**src/logic/dac_ctrl_pkg.sv**
```systemverilog
package dac_ctrl_pkg;

  ////////////////////////////////////////////////////////////
  // Widths and SPI timing

  localparam int NUM_CHANNELS    = 8;
  localparam int PAIRS_PER_WRITE = 4;          // Two channels per pair word
  localparam int SPI_FRAME_BITS  = 24;
  localparam int SPI_CLK_HZ      = 20_000_000;
  localparam int T_UPDATE_NS     = 830;        // n_cs rise to rise, AD5676

  // Update time in SPI clocks, rounded up
  localparam int T_UPDATE_CYCLES =
    (T_UPDATE_NS * (SPI_CLK_HZ / 1_000_000) + 999) / 1000;

  // High time that fills the update time, kept within 4 to 31
  localparam int N_CS_HIGH_CYCLES =
    (T_UPDATE_CYCLES - SPI_FRAME_BITS < 4)  ? 4 :
    (T_UPDATE_CYCLES - SPI_FRAME_BITS > 31) ? 31 :
    T_UPDATE_CYCLES - SPI_FRAME_BITS;

  localparam int ABS_CAL_MAX    = 4096;        // Calibration bound, both signs
  localparam int DAC_MAX_SIGNED = 32767;       // Also the offset of code zero

  localparam logic [3:0]  SPI_CMD_REG_WRITE  = 4'b0001; // Write, load on LDAC
  localparam logic [15:0] DAC_CODE_FORBIDDEN = 16'hFFFF;

  ////////////////////////////////////////////////////////////
  // Types

  typedef logic        [31:0] cmd_word_t;
  typedef logic        [15:0] dac_code_t;    // Offset code, 32767 is zero
  typedef logic signed [15:0] dac_signed_t;
  typedef logic signed [16:0] dac_wide_t;    // Value plus calibration
  typedef logic        [14:0] dac_abs_t;
  typedef logic        [2:0]  chan_t;
  typedef logic        [25:0] delay_t;
  typedef logic [NUM_CHANNELS*15-1:0] abs_concat_t; // Channel 0 in low bits

  typedef enum logic [1:0] {
    CMD_NO_OP   = 2'b00,
    CMD_DAC_WR  = 2'b01,
    CMD_SET_CAL = 2'b10,
    CMD_CANCEL  = 2'b11  // Ends a wait, no LDAC
  } cmd_op_t;

  typedef enum logic [2:0] {
    S_IDLE,
    S_DELAY,
    S_TRIG_WAIT,
    S_DAC_WR,
    S_ERROR
  } seq_state_t;

  // No-op and DAC write layout
  typedef struct packed {
    cmd_op_t op;
    logic    trig;   // Wait for trigger instead of delay
    logic    cont;   // Another word must follow
    logic    ldac;   // Pulse LDAC when done
    logic    spare;
    delay_t  delay;
  } cmd_fields_t;

  // Set-calibration layout
  typedef struct packed {
    cmd_op_t     op;
    logic [10:0] spare;
    chan_t       channel;
    dac_signed_t value;
  } cal_fields_t;

  typedef struct packed {
    dac_code_t hi;   // Odd channel
    dac_code_t lo;   // Even channel
  } dac_pair_t;

  typedef struct packed {
    logic [3:0] cmd;
    logic       rsvd;
    chan_t      chan;
    dac_code_t  value;
  } spi_frame_t;

  typedef struct packed {
    spi_frame_t first;  // Shifted out first
    spi_frame_t second;
  } spi_pair_t;

  typedef struct packed {
    logic underflow;
    logic unexp_trig;
    logic cal_oob;
    logic val_oob;
  } fault_t;

endpackage

```
**src/logic/dac_cmd_seq.sv**
```systemverilog
`timescale 1ns/10ps

module dac_cmd_seq (
  input  logic                    clk,
  input  logic                    resetn,
  input  dac_ctrl_pkg::cmd_word_t cmd_word,
  input  logic                    cmd_buf_empty,
  output logic                    cmd_word_rd_en,
  input  logic                    trigger,
  input  logic                    ldac_shared,
  input  logic                    cal_oob,
  input  logic                    dac_val_oob,
  input  logic                    frame_done,
  input  logic                    pair_ready,
  output logic                    cal_wr,
  output logic                    pair_fetch,
  output dac_ctrl_pkg::chan_t     pair_base,
  output logic                    frame_start,
  output logic                    halt,
  output logic                    waiting_for_trig,
  output logic                    ldac,
  output logic                    cmd_buf_underflow,
  output logic                    unexp_trig
);
  import dac_ctrl_pkg::*;

  seq_state_t  state;
  seq_state_t  next_cmd_state;
  cmd_fields_t cmd;            // Current word as a no-op or write
  logic        is_wait_op;
  logic        cmd_done;
  logic        next_cmd;
  logic        cancel_wait;
  logic        do_ldac;
  logic        wait_trig;
  logic        expect_next;
  delay_t      delay_cnt;
  chan_t       chan;
  logic        last_chan;
  logic        fetch_req;      // Current word should be a pair
  logic        wr_done;
  fault_t      fault_now;

  assign cmd        = cmd_word;
  assign is_wait_op = (cmd.op == CMD_NO_OP) || (cmd.op == CMD_DAC_WR);
  assign last_chan  = (chan == chan_t'(2 * PAIRS_PER_WRITE - 1));

  ////////////////////////////////////////////////////////////
  // Command completion

  assign cancel_wait = (state == S_DELAY || state == S_TRIG_WAIT ||
                        (state == S_DAC_WR && wr_done))
                       && !cmd_buf_empty && cmd.op == CMD_CANCEL;

  assign cmd_done = (state == S_IDLE && !cmd_buf_empty)
                    || (state == S_DELAY && delay_cnt == '0)
                    || (state == S_TRIG_WAIT && trigger)
                    || (state == S_DAC_WR && wr_done && !wait_trig && delay_cnt == '0);

  assign next_cmd = cmd_done && !cmd_buf_empty;

  always_comb begin
    if (cmd_buf_empty) begin
      next_cmd_state = S_IDLE;                  // Underflow handled as a fault
    end else begin
      case (cmd.op)
        CMD_NO_OP:  next_cmd_state = cmd.trig ? S_TRIG_WAIT : S_DELAY;
        CMD_DAC_WR: next_cmd_state = S_DAC_WR;
        default:    next_cmd_state = S_IDLE;    // Set-cal and cancel finish at once
      endcase
    end
  end

  // Faults seen this cycle
  always_comb begin
    fault_now.underflow  = ((cmd_done && expect_next) || fetch_req) && cmd_buf_empty;
    fault_now.unexp_trig = (trigger && state != S_TRIG_WAIT)
                           || (ldac_shared && state == S_DAC_WR); // Shared LDAC mid-write
    fault_now.cal_oob    = cal_oob;
    fault_now.val_oob    = dac_val_oob;
  end

  always_ff @(posedge clk) begin
    if (!resetn) state <= S_IDLE;
    else if (|fault_now) state <= S_ERROR;      // Held until reset
    else if (cancel_wait) state <= S_IDLE;
    else if (cmd_done) state <= next_cmd_state;
    else if (state == S_DAC_WR && wr_done) state <= wait_trig ? S_TRIG_WAIT : S_DELAY;
  end

  ////////////////////////////////////////////////////////////
  // Command bits and delay timer

  always_ff @(posedge clk) begin
    if (!resetn || halt) begin
      do_ldac     <= 1'b0;
      wait_trig   <= 1'b0;
      expect_next <= 1'b0;
    end else if (next_cmd) begin
      do_ldac     <= is_wait_op && cmd.ldac;    // Cleared by set-cal and cancel
      wait_trig   <= is_wait_op && cmd.trig;
      expect_next <= is_wait_op && cmd.cont;
    end
  end

  always_ff @(posedge clk) begin
    if (!resetn || halt) delay_cnt <= '0;
    else if (next_cmd && is_wait_op && !cmd.trig) delay_cnt <= cmd.delay;
    else if (delay_cnt != '0) delay_cnt <= delay_cnt - 1'b1; // Runs during a write too
  end

  ////////////////////////////////////////////////////////////
  // Channel sequencing

  always_ff @(posedge clk) begin
    if (!resetn || halt) begin
      chan      <= '0;
      fetch_req <= 1'b0;
      wr_done   <= 1'b0;
    end else begin
      if (next_cmd && cmd.op == CMD_DAC_WR) chan <= '0;
      else if (state == S_DAC_WR && frame_done) chan <= chan + 1'b1;
      // First pair at once, later pairs after each odd frame
      fetch_req <= (next_cmd && cmd.op == CMD_DAC_WR)
                   || (state == S_DAC_WR && frame_done && chan[0] && !last_chan);
      wr_done   <= state == S_DAC_WR && frame_done && last_chan;
    end
  end

  assign pair_fetch  = fetch_req && !cmd_buf_empty;
  assign pair_base   = {chan[2:1], 1'b0};
  // Even frame once its pair is loaded, odd frame right after the even one
  assign frame_start = state == S_DAC_WR && (pair_ready || (frame_done && !chan[0]));
  assign cal_wr      = next_cmd && cmd.op == CMD_SET_CAL;

  assign cmd_word_rd_en = !halt && !cmd_buf_empty && (fetch_req || cmd_done || cancel_wait);

  ////////////////////////////////////////////////////////////
  // LDAC and sticky flags

  always_ff @(posedge clk) begin
    if (!resetn || halt) ldac <= 1'b0;
    else ldac <= do_ldac && cmd_done && !cancel_wait && state != S_IDLE && !(|fault_now);
  end

  always_ff @(posedge clk) begin
    if (!resetn) begin
      cmd_buf_underflow <= 1'b0;
      unexp_trig        <= 1'b0;
    end else begin
      if (fault_now.underflow) cmd_buf_underflow <= 1'b1;
      if (fault_now.unexp_trig) unexp_trig <= 1'b1;
    end
  end

  assign halt             = (state == S_ERROR);
  assign waiting_for_trig = (state == S_TRIG_WAIT);

endmodule

```
**src/logic/dac_cal_path.sv**
```systemverilog
`timescale 1ns/10ps

module dac_cal_path (
  input  logic                      clk,
  input  logic                      resetn,
  input  logic                      halt,
  input  logic                      cal_wr,
  input  dac_ctrl_pkg::cal_fields_t cal_cmd,
  input  logic                      pair_fetch,
  input  dac_ctrl_pkg::dac_pair_t   pair_word,
  input  dac_ctrl_pkg::chan_t       pair_base,
  output logic                      pair_ready,
  output dac_ctrl_pkg::spi_pair_t   frames,
  output dac_ctrl_pkg::dac_abs_t    abs_lo,
  output dac_ctrl_pkg::dac_abs_t    abs_hi,
  output logic                      cal_oob,
  output logic                      dac_val_oob
);
  import dac_ctrl_pkg::*;

  dac_signed_t cal_tbl [NUM_CHANNELS];
  logic        cal_in_range;
  logic        code_forbidden;
  logic        s1_valid;
  chan_t       s1_base;
  dac_signed_t s1_lo;
  dac_signed_t s1_hi;
  dac_wide_t   sum_lo;
  dac_wide_t   sum_hi;
  logic        sum_oob;

  function automatic logic wide_oob(dac_wide_t v);
    return (v > DAC_MAX_SIGNED) || (v < -DAC_MAX_SIGNED);
  endfunction

  function automatic dac_abs_t to_abs(dac_wide_t v);
    dac_wide_t mag;
    mag = (v < 0) ? -v : v;
    return mag[14:0];              // Fits once bounds are checked
  endfunction

  // Back to offset code inside a register write frame
  function automatic spi_frame_t make_frame(chan_t ch, dac_wide_t v);
    spi_frame_t f;
    dac_wide_t  code;
    code    = v + dac_wide_t'(DAC_MAX_SIGNED);
    f.cmd   = SPI_CMD_REG_WRITE;
    f.rsvd  = 1'b0;
    f.chan  = ch;
    f.value = code[15:0];
    return f;
  endfunction

  ////////////////////////////////////////////////////////////
  // Calibration table

  assign cal_in_range = (cal_cmd.value <= ABS_CAL_MAX) && (cal_cmd.value >= -ABS_CAL_MAX);

  always_ff @(posedge clk) begin
    if (!resetn) begin
      for (int i = 0; i < NUM_CHANNELS; i++) cal_tbl[i] <= '0;
    end else if (cal_wr && cal_in_range) begin
      cal_tbl[cal_cmd.channel] <= cal_cmd.value;
    end
  end

  ////////////////////////////////////////////////////////////
  // Pair loader

  assign code_forbidden = (pair_word.lo == DAC_CODE_FORBIDDEN)
                          || (pair_word.hi == DAC_CODE_FORBIDDEN);

  // Stage 2 sums, sign extended to 17 bits
  assign sum_lo  = s1_lo + cal_tbl[s1_base];
  assign sum_hi  = s1_hi + cal_tbl[{s1_base[2:1], 1'b1}];
  assign sum_oob = wide_oob(sum_lo) || wide_oob(sum_hi);

  always_ff @(posedge clk) begin
    if (!resetn || halt) begin
      s1_valid   <= 1'b0;
      pair_ready <= 1'b0;
    end else begin
      s1_valid   <= pair_fetch && !code_forbidden;
      pair_ready <= s1_valid && !sum_oob;   // Two cycles after the fetch
    end
  end

  always_ff @(posedge clk) begin
    if (pair_fetch) begin
      s1_base <= {pair_base[2:1], 1'b0};
      s1_lo   <= dac_signed_t'(pair_word.lo - dac_code_t'(DAC_MAX_SIGNED)); // Offset to signed
      s1_hi   <= dac_signed_t'(pair_word.hi - dac_code_t'(DAC_MAX_SIGNED));
    end
    if (s1_valid) begin
      frames.first  <= make_frame(s1_base, sum_lo);          // Even channel goes first
      frames.second <= make_frame({s1_base[2:1], 1'b1}, sum_hi);
      abs_lo        <= to_abs(sum_lo);
      abs_hi        <= to_abs(sum_hi);
    end
  end

  always_ff @(posedge clk) begin
    if (!resetn) begin
      cal_oob     <= 1'b0;
      dac_val_oob <= 1'b0;
    end else begin
      if (cal_wr && !cal_in_range) cal_oob <= 1'b1;
      if ((pair_fetch && code_forbidden) || (s1_valid && sum_oob)) dac_val_oob <= 1'b1;
    end
  end

endmodule

```
**src/logic/dac_spi_tx.sv**
```systemverilog
`timescale 1ns/10ps

module dac_spi_tx (
  input  logic                    clk,
  input  logic                    resetn,
  input  logic                    halt,
  input  logic                    frame_start,
  input  logic                    pair_load,
  input  dac_ctrl_pkg::spi_pair_t frames,
  output logic                    frame_done,
  output logic                    n_cs,
  output logic                    mosi
);
  import dac_ctrl_pkg::*;

  logic [4:0] cs_timer;   // Remaining n_cs high cycles
  logic [4:0] bit_cnt;    // Remaining bits after the current one
  logic       cs_expire;
  spi_pair_t  shreg;

  assign cs_expire = (cs_timer == 5'd1);
  assign mosi      = shreg[$bits(spi_pair_t)-1];   // MSB first

  ////////////////////////////////////////////////////////////
  // Chip select timing

  always_ff @(posedge clk) begin
    if (!resetn || halt) cs_timer <= '0;
    else if (frame_start) cs_timer <= 5'(N_CS_HIGH_CYCLES);
    else if (cs_timer != '0) cs_timer <= cs_timer - 1'b1;
  end

  always_ff @(posedge clk) begin
    if (!resetn || halt) begin
      n_cs       <= 1'b1;
      bit_cnt    <= '0;
      frame_done <= 1'b0;
    end else begin
      frame_done <= 1'b0;
      if (cs_expire) begin
        n_cs    <= 1'b0;                            // Frame begins
        bit_cnt <= 5'(SPI_FRAME_BITS - 1);
      end else if (!n_cs) begin
        if (bit_cnt == '0) begin
          n_cs       <= 1'b1;                       // Rises with frame_done
          frame_done <= 1'b1;
        end else begin
          bit_cnt <= bit_cnt - 1'b1;
        end
      end
    end
  end

  ////////////////////////////////////////////////////////////
  // MOSI shift register

  // Shift after every low cycle, the last one brings the second frame's MSB to the top
  always_ff @(posedge clk) begin
    if (!resetn) shreg <= '0;
    else if (pair_load) shreg <= frames;
    else if (!n_cs) shreg <= {shreg[$bits(spi_pair_t)-2:0], 1'b0};
  end

endmodule

```
**src/logic/shim_dac_ctrl.sv**
```systemverilog
`timescale 1ns/10ps

module shim_dac_ctrl (
  input  logic                      clk,
  input  logic                      resetn,
  input  dac_ctrl_pkg::cmd_word_t   cmd_word,
  input  logic                      cmd_buf_empty,
  output logic                      cmd_word_rd_en,
  input  logic                      trigger,
  input  logic                      ldac_shared,
  output logic                      waiting_for_trig,
  output logic                      cmd_buf_underflow,
  output logic                      unexp_trig,
  output logic                      cal_oob,
  output logic                      dac_val_oob,
  output dac_ctrl_pkg::abs_concat_t abs_dac_val_concat,
  output logic                      n_cs,
  output logic                      mosi,
  output logic                      ldac
);
  import dac_ctrl_pkg::*;

  logic      cal_wr;
  logic      pair_fetch;
  chan_t     pair_base;
  logic      pair_ready;
  spi_pair_t frames;
  dac_abs_t  abs_lo;
  dac_abs_t  abs_hi;
  logic      frame_start;
  logic      frame_done;
  logic      halt;
  dac_abs_t  abs_val [NUM_CHANNELS];   // Latest magnitude per channel

  dac_cmd_seq i_dac_cmd_seq (
    .clk               (clk),
    .resetn            (resetn),
    .cmd_word          (cmd_word),
    .cmd_buf_empty     (cmd_buf_empty),
    .cmd_word_rd_en    (cmd_word_rd_en),
    .trigger           (trigger),
    .ldac_shared       (ldac_shared),
    .cal_oob           (cal_oob),
    .dac_val_oob       (dac_val_oob),
    .frame_done        (frame_done),
    .pair_ready        (pair_ready),
    .cal_wr            (cal_wr),
    .pair_fetch        (pair_fetch),
    .pair_base         (pair_base),
    .frame_start       (frame_start),
    .halt              (halt),
    .waiting_for_trig  (waiting_for_trig),
    .ldac              (ldac),
    .cmd_buf_underflow (cmd_buf_underflow),
    .unexp_trig        (unexp_trig)
  );

  // Same buffer word seen as a calibration command or a value pair
  dac_cal_path i_dac_cal_path (
    .clk         (clk),
    .resetn      (resetn),
    .halt        (halt),
    .cal_wr      (cal_wr),
    .cal_cmd     (cal_fields_t'(cmd_word)),
    .pair_fetch  (pair_fetch),
    .pair_word   (dac_pair_t'(cmd_word)),
    .pair_base   (pair_base),
    .pair_ready  (pair_ready),
    .frames      (frames),
    .abs_lo      (abs_lo),
    .abs_hi      (abs_hi),
    .cal_oob     (cal_oob),
    .dac_val_oob (dac_val_oob)
  );

  dac_spi_tx i_dac_spi_tx (
    .clk         (clk),
    .resetn      (resetn),
    .halt        (halt),
    .frame_start (frame_start),
    .pair_load   (pair_ready),
    .frames      (frames),
    .frame_done  (frame_done),
    .n_cs        (n_cs),
    .mosi        (mosi)
  );

  ////////////////////////////////////////////////////////////
  // Absolute values, published with LDAC

  // pair_base holds until the pair's first frame ends
  always_ff @(posedge clk) begin
    if (!resetn) begin
      for (int i = 0; i < NUM_CHANNELS; i++) abs_val[i] <= '0;
      abs_dac_val_concat <= '0;
    end else begin
      if (pair_ready) begin
        abs_val[pair_base]                <= abs_lo;
        abs_val[{pair_base[2:1], 1'b1}]   <= abs_hi;
      end
      if (ldac) begin
        for (int i = 0; i < NUM_CHANNELS; i++) begin
          abs_dac_val_concat[i*$bits(dac_abs_t) +: $bits(dac_abs_t)] <= abs_val[i];
        end
      end
    end
  end

endmodule

```
**config.mk**
```make
export PLATFORM = sky130hd
export DESIGN_NAME = shim_dac_ctrl
export DESIGN_NICKNAME = d
export VERILOG_FILES = /design/src/logic/dac_ctrl_pkg.sv /design/src/logic/dac_cmd_seq.sv /design/src/logic/dac_cal_path.sv /design/src/logic/dac_spi_tx.sv /design/src/logic/shim_dac_ctrl.sv
export SDC_FILE = /design/constraint.sdc
export NUM_CORES = 1
export LEC_CHECK = 0
export BUFFER_PORTS_ARGS = -buffer_cell sky130_fd_sc_hd__buf_2
export CELL_PAD_IN_SITES_DETAIL_PLACEMENT = 1
export CELL_PAD_IN_SITES_GLOBAL_PLACEMENT = 2
export CORE_MARGIN = 8
export CORE_UTILIZATION = 40
export DETAILED_ROUTE_END_ITERATION = 10
export GPL_ROUTABILITY_DRIVEN = 0
export GPL_TIMING_DRIVEN = 0
export PLACE_DENSITY_LB_ADDON = 0.1
export SLEW_MARGIN = 20
export SYNTH_ARGS = -nofsm -noshare
export SYNTH_HDL_FRONTEND = slang
export SYNTH_SLANG_ARGS = --single-unit
```
**constraint.sdc**
```tcl
create_clock -name clk -period 6.2 [get_ports clk]
set_input_delay 0 -clock clk [delete_from_list [all_inputs] [get_ports clk]]
set_output_delay 0 -clock clk [all_outputs]
set_load 0.05 [all_outputs]
```
# ---- Yosys cells after proc, flatten, opt, wreduce, memory -nomap -nowiden
# Memories as Yosys holds them, arrays and structs flattened. A register that Yosys moved wholly into a read port is not among the register bits.
# Index checks and enable logic that the tools add are counted.
dict set report word_totals {
  register_bits 202
  mem_bits_rw 248
  in_bits 37
  output_inout_bits 129
  wordCells 218
  mem_count 2
}
dict set report classes {
  add_sub_neg 12
  n_lt_le_gt_ge 8
  n_eq_ne 15
  n_mux 40
  n_bitwise 3
  reduce_logical 100
}
# name words width rd rd_clocked_by_memory_dff write_ports line_no
set memory_table {}
lappend memory_table {i_dac_cal_path.cal_tbl 8 16 2 2 8 dac_cal_path.sv:21} ;# dac_signed_t cal_tbl [NUM_CHANNELS];
lappend memory_table {abs_val 8 15 8 8 8 shim_dac_ctrl.sv:33} ;# dac_abs_t abs_val [NUM_CHANNELS];
# operator count
set op_table {}
lappend op_table {{48-bit 2-to-1 mux} 2}
lappend op_table {{15-bit 2-to-1 mux} 4}
lappend op_table {{26-bit 2-to-1 mux} 2}
lappend op_table {{1-bit logical AND} 40}
lappend op_table {{3-bit 2-to-1 mux} 12}
lappend op_table {{16-bit by 16-bit adder with 17-bit output} 2}
lappend op_table {{17-bit by 16-bit greater-than comparator with 1-bit output, second input constant} 2}
lappend op_table {{17-bit by 1-bit < comparator with 1-bit output, second input constant} 2}
lappend op_table {{17-bit by 16-bit < comparator with 1-bit output, second input constant} 2}
lappend op_table {{16-bit adder, second input constant} 2}
lappend op_table {{16-bit equality test, second input constant} 2}
lappend op_table {{16-bit by 15-bit subtractor with 16-bit output, second input constant} 2}
lappend op_table {{15-bit negator} 2}
lappend op_table {{15-bit OR reduction} 2}
lappend op_table {{26-bit zero test} 1}
lappend op_table {{26-bit nonzero test} 1}
lappend op_table {{26-bit by 1-bit subtractor with 26-bit output, second input constant} 1}
lappend op_table {{1-bit zero test} 20}
lappend op_table {{1-bit logical OR} 18}
lappend op_table {{16-bit by 13-bit greater-or-equal comparator with 1-bit output, second input constant} 1}
lappend op_table {{16-bit by 14-bit <= comparator with 1-bit output, second input constant} 1}
lappend op_table {{16-bit 2-to-1 mux} 1}
lappend op_table {{16-bit OR reduction} 1}
lappend op_table {{5-bit 2-to-1 mux} 3}
lappend op_table {{27 further kinds} 52}

# ---- Logic depth before layout (Yosys ltp)
dict set report depth {
  depth_word 13
  mapped_depth 15
  ltp_nobuf 13
}

# ---- Modules after synthesis
# Synthesis repeated with hierarchy kept, for this count alone.
dict set report hier_totals {
  cells_unflattened 2167
  area_unflattened_um2 26322.7
}
# module n_inst cells_per_inst area_per_inst_um2 seq_area_each_um2
set modules_own_cells {}
lappend modules_own_cells {dac_cal_path 1 891 12067.8 6906.6}
lappend modules_own_cells {shim_dac_ctrl 1 693 9081.2 6005.8}
lappend modules_own_cells {dac_spi_tx 1 324 2832.7 1201.2}
lappend modules_own_cells {dac_cmd_seq 1 259 2341.0 800.8}

# ---- Worst setup path before layout
# OpenSTA, ideal clock, no wires.
dict set report synth_timing {
  kind {reg2reg}
  startpoint {register with a tool-made name}
  endpoint {register i_dac_cal_path.abs_hi[14] (data pin)}
  setup_ps 261
  arrival_time_ps 4373
  required_ps 5939
  slack_ps 1566
  stages_incl_launch_ff 15
  n_path_buf 2
  synth_period_minus_slack_ps 4634
  cell_sequence {dfxtp_1 clkbuf_1 buf_1 mux4_2 ha_1 fa_1 a21oi_1 o2111ai_1 xor2_1 nor4b_1 nand4bb_1 or4b_1 nor3_1 nor2_1 xor2_1}
}
# item line_no
set synth_rtl {}
lappend synth_rtl {{end signal: assignment} dac_cal_path.sv:98} ;# abs_hi <= to_abs(sum_hi);
lappend synth_rtl {{end: declaration} dac_cal_path.sv:15} ;# output dac_ctrl_pkg::dac_abs_t abs_hi,

==> impl_metrics.tcl <==
set metrics [dict create \
    status "finished, final reports clean" \
    synth_area_mm2 0.0253 \
    required_ps 6700 \
    rows 92 \
    synth_fa_ha_area_frac 0.0243 \
    ys_types 79 \
    clockPowerShare 0.396 \
    grt_pass1_vias 17850 \
    maxCapViolCount 0 \
    antenna_found_initial 1 \
    wire_per_inst_um 21.4 \
    synthXorXnorAreaFrac 0.0430 \
    crit_family "simple AND/OR/NAND/NOR gates" \
    slew_headroom 0.278 \
    critPathCaptureType "flip-flop" \
    synth_top_family_by_area "simple AND/OR/NAND/NOR gates" \
    drtPass1Iterations 4 \
    async_flop_share 0 \
    place.port_buffers 161 \
    critPathMaxStageDelay_ps 790 \
    cts_buffers 61 \
    synth_compound_area_frac 0.0485 \
    rsz0062_at_grt "no" \
    combPwrFrac 0.128 \
    grt-ovfl-total 0 \
    cts_tree "yes" \
    p_int_mw 6.65 \
    post-route-period-util 0.921 \
    ys.flop_type "edfxtp_1" \
    ir_drop_uv 294 \
    slowest_stage "buf_1" \
    power_density_mw_per_mm2 300 \
    seqPwrFrac 0.476 \
    crit_buf_inv 2 \
    setup_viol 0 \
    htree_levels 2 \
    dp_hpwl_um 52900 \
    cts-root-buf "clkbuf_16" \
    yosys-mux-area-fraction 0.0974 \
    arrival_ps 6210 \
    clkTransAtPathRegs_ps 60 \
    via_count 16787 \
    syn-num-nets 2223 \
    die_h_um 267 \
    critPathMaxFanout 10 \
    power_mw 8.93 \
    clk_latency_ps 630 \
    drtIter0Drc 674 \
    die_x_um 267 \
    postRouteAntennaNets 0 \
    tightestPinTransition_ps 1080 \
    vias_per_cell 5.07 \
    fin_crit_ps 5710 \
    swShare 0.255 \
    critical_path_class "flip-flop to flip-flop" \
    grt_first_pass_wirelength_um 108000 \
    startpoint_type "flip-flop" \
    final_common_cell "edfxtp_1" \
    synth_area_per_cell_um2 11.8 \
    track_usage 0.197 \
    holdWs_ps 97.6 \
    area_growth_pct 17.5 \
    routed_wl_um 70800 \
    power.leakage_nw 11.5 \
    drc 0 \
    seq_area_frac_synth 0.590 \
    final_cell_mix "edfxtp_1, nor2_1, and2_1" \
    synthSimpleGateAreaFrac 0.172 \
    synth_warnings 0 \
    grt_max_degree 49 \
    fmax_mhz 175 \
    crit_top_cell "nand3_1" \
    skew_ps 29.6 \
    cts.sinks 572 \
    hold_violations 0 \
    slew_violations 0 \
    start_util 0.403 \
    synth_edf_count 346 \
    synth_seq_cells 572 \
    design.core.area_mm2 0.0627 \
    fin_setup_tns_ps 0 \
    power.switching_mw 2.27 \
    nets 2498 \
    drive_gt1_frac 0.135 \
    cp_cell_sequence "clkbuf_1, buf_1, mux4_2, ha_1, nand3_1, nor4_1, nor3_1, xor2_1, nand3_1, nand4bb_1, or4_1, a21oi_1, and4b_1" \
    postSynthCellCount 2138 \
    io_pins 166 \
    clk_path_buf_depth 3 \
    die-area_mm2 0.0715 \
    hold_class "input port to flip-flop" \
]
## worst register-to-register path, delay by kind of cell (launching register included)
kind | cells | cell delay [ps]
AOI/OAI and AO/OA | 1 | 210
xor gates and xnor gates | 1 | 480
adders and majority gates | 1 | 430
buffers and inverters | 2 | 1190
DFF | 1 | 330
muxes | 1 | 630
and+or+nand+nor | 7 | 2310
## layer usage
metal | GRT usage | vias up | share of wire
li1 | - | 8124 | -
met1 | 0.243 | 8258 | 0.43
met2 | 0.348 | 292 | 0.50
met3 | 0.0326 | 113 | 0.040
met4 | 0.0682 | 0 | 0.036
met5 | 0 | - | 0
## logic make-up (layout without fill, tap and decap cells)
group / count (synthesis) / count (layout)
other cells: 0 / 2
flops: 572 / 572
compound gates: 197 / 197
buf+inv: 154 / 481
mux: 206 / 206
simple gates: 837 / 837
xor+xnor: 124 / 124
fa+ha+maj: 48 / 48
## area by class of cell
cell class              instances  area [um2]
fillers                      6600       33000
flip-flops and latches        572       14900
multi-input cells            1412        9770
clock buffers                  95        1720
repair buffers                212        1410
well taps                     846        1060
plain buffers                 116         479
clock inverters                20         224
inverters                      38         143
diodes                          2        5.00
## synthesized netlist by cell type (all sizes together), types with 4 or more instances
master    n  share of area
nand3    48         0.0097
and2    248          0.061
nand2b   17         0.0042
a21oi    96          0.019
o31ai     6         0.0018
o21ai    26         0.0051
nor3b    10         0.0041
mux4     32          0.029
nor2    292          0.043
or4       4         0.0012
a211oi   15         0.0048
or3       5         0.0014
inv      38         0.0056
and3     17         0.0042
buf      40         0.0075
nor2b     9         0.0022
o211ai    6         0.0018
nand2    93          0.014
clkbuf   76          0.011
edfxtp  346           0.41
xnor2    71          0.025
nand4b    5         0.0023
xor2     53          0.018
nor4b     7         0.0024
a31oi     8         0.0020
o21a      6         0.0018
dfxtp   226           0.18
nor4     21         0.0057
a21o      5         0.0015
nand4     9         0.0022
or2       6         0.0015
mux2i   173          0.068
nor3     29         0.0063
ha       46          0.023
## power groups by stage
stage / registers [mW] / logic [mW] / clock network, mW
2_1_floorplan: 4.31 / 0.826 / 0
3_3_place_gp: 4.33 / 1.09 / 0
3_5_place_dp: 4.33 / 1.12 / 0
4_1_cts: 4.25 / 1.15 / 3.63
5_1_grt: 4.26 / 1.27 / 3.77
6_report: 4.25 / 1.14 / 3.54
## stage by stage
stage	setup WS (ps)	utilization	std cells	area, um2
finish	490	0.474	3313	29700
global route	149	0.474	3311	29700
CTS	244	0.474	3311	29700
detailed placement	285	0.435	3151	27300
global placement	306	0.433	3145	27100
floorplan	1570	-	2138	25300
## what timing repair did
item | 4_1_cts | 5_1_grt
endpoints found under the setup margin | 0 | 3
hold buffers | 45 | 0
gates resized for setup | 0 | 2
endpoints found under the hold margin | 75 | 0
buffers inserted | 0 | 0
## state kept, by name (all words and copies together) (netlist names), 2 cells and up, named ones only
name / count
i_dac_spi_tx.bit_cnt: 5
i_dac_cal_path.cal_tbl: 128
abs_val: 120
i_dac_cal_path.frames: 34
i_dac_cmd_seq.chan: 3
i_dac_cal_path.s1_hi: 16
abs_dac_val_concat: 120
i_dac_spi_tx.cs_timer: 5
i_dac_cmd_seq.state: 3
i_dac_cal_path.abs_hi: 15
i_dac_cal_path.s1_lo: 16
i_dac_cal_path.abs_lo: 15
i_dac_spi_tx.shreg: 47
i_dac_cmd_seq.delay_cnt: 26
i_dac_cal_path.s1_base: 2
## worst paths after layout
path                            slack, ps                               endpoint  depth (start not counted)                                   from
worst max-delay path                  490   i_dac_cal_path.pair_ready$_SDFF_PP0_                         13                              flip-flop
worst min-delay path                  100          i_dac_cmd_seq.ldac$_SDFF_PP0_                          7                                trigger
worst max register to register        490   i_dac_cal_path.pair_ready$_SDFF_PP0_                         13                              flip-flop
worst min register to register        440  i_dac_spi_tx.cs_timer[4]$_SDFFE_PP0P_                          2  i_dac_spi_tx.cs_timer[4]$_SDFFE_PP0P_
(Power assumes the default switching activity.)
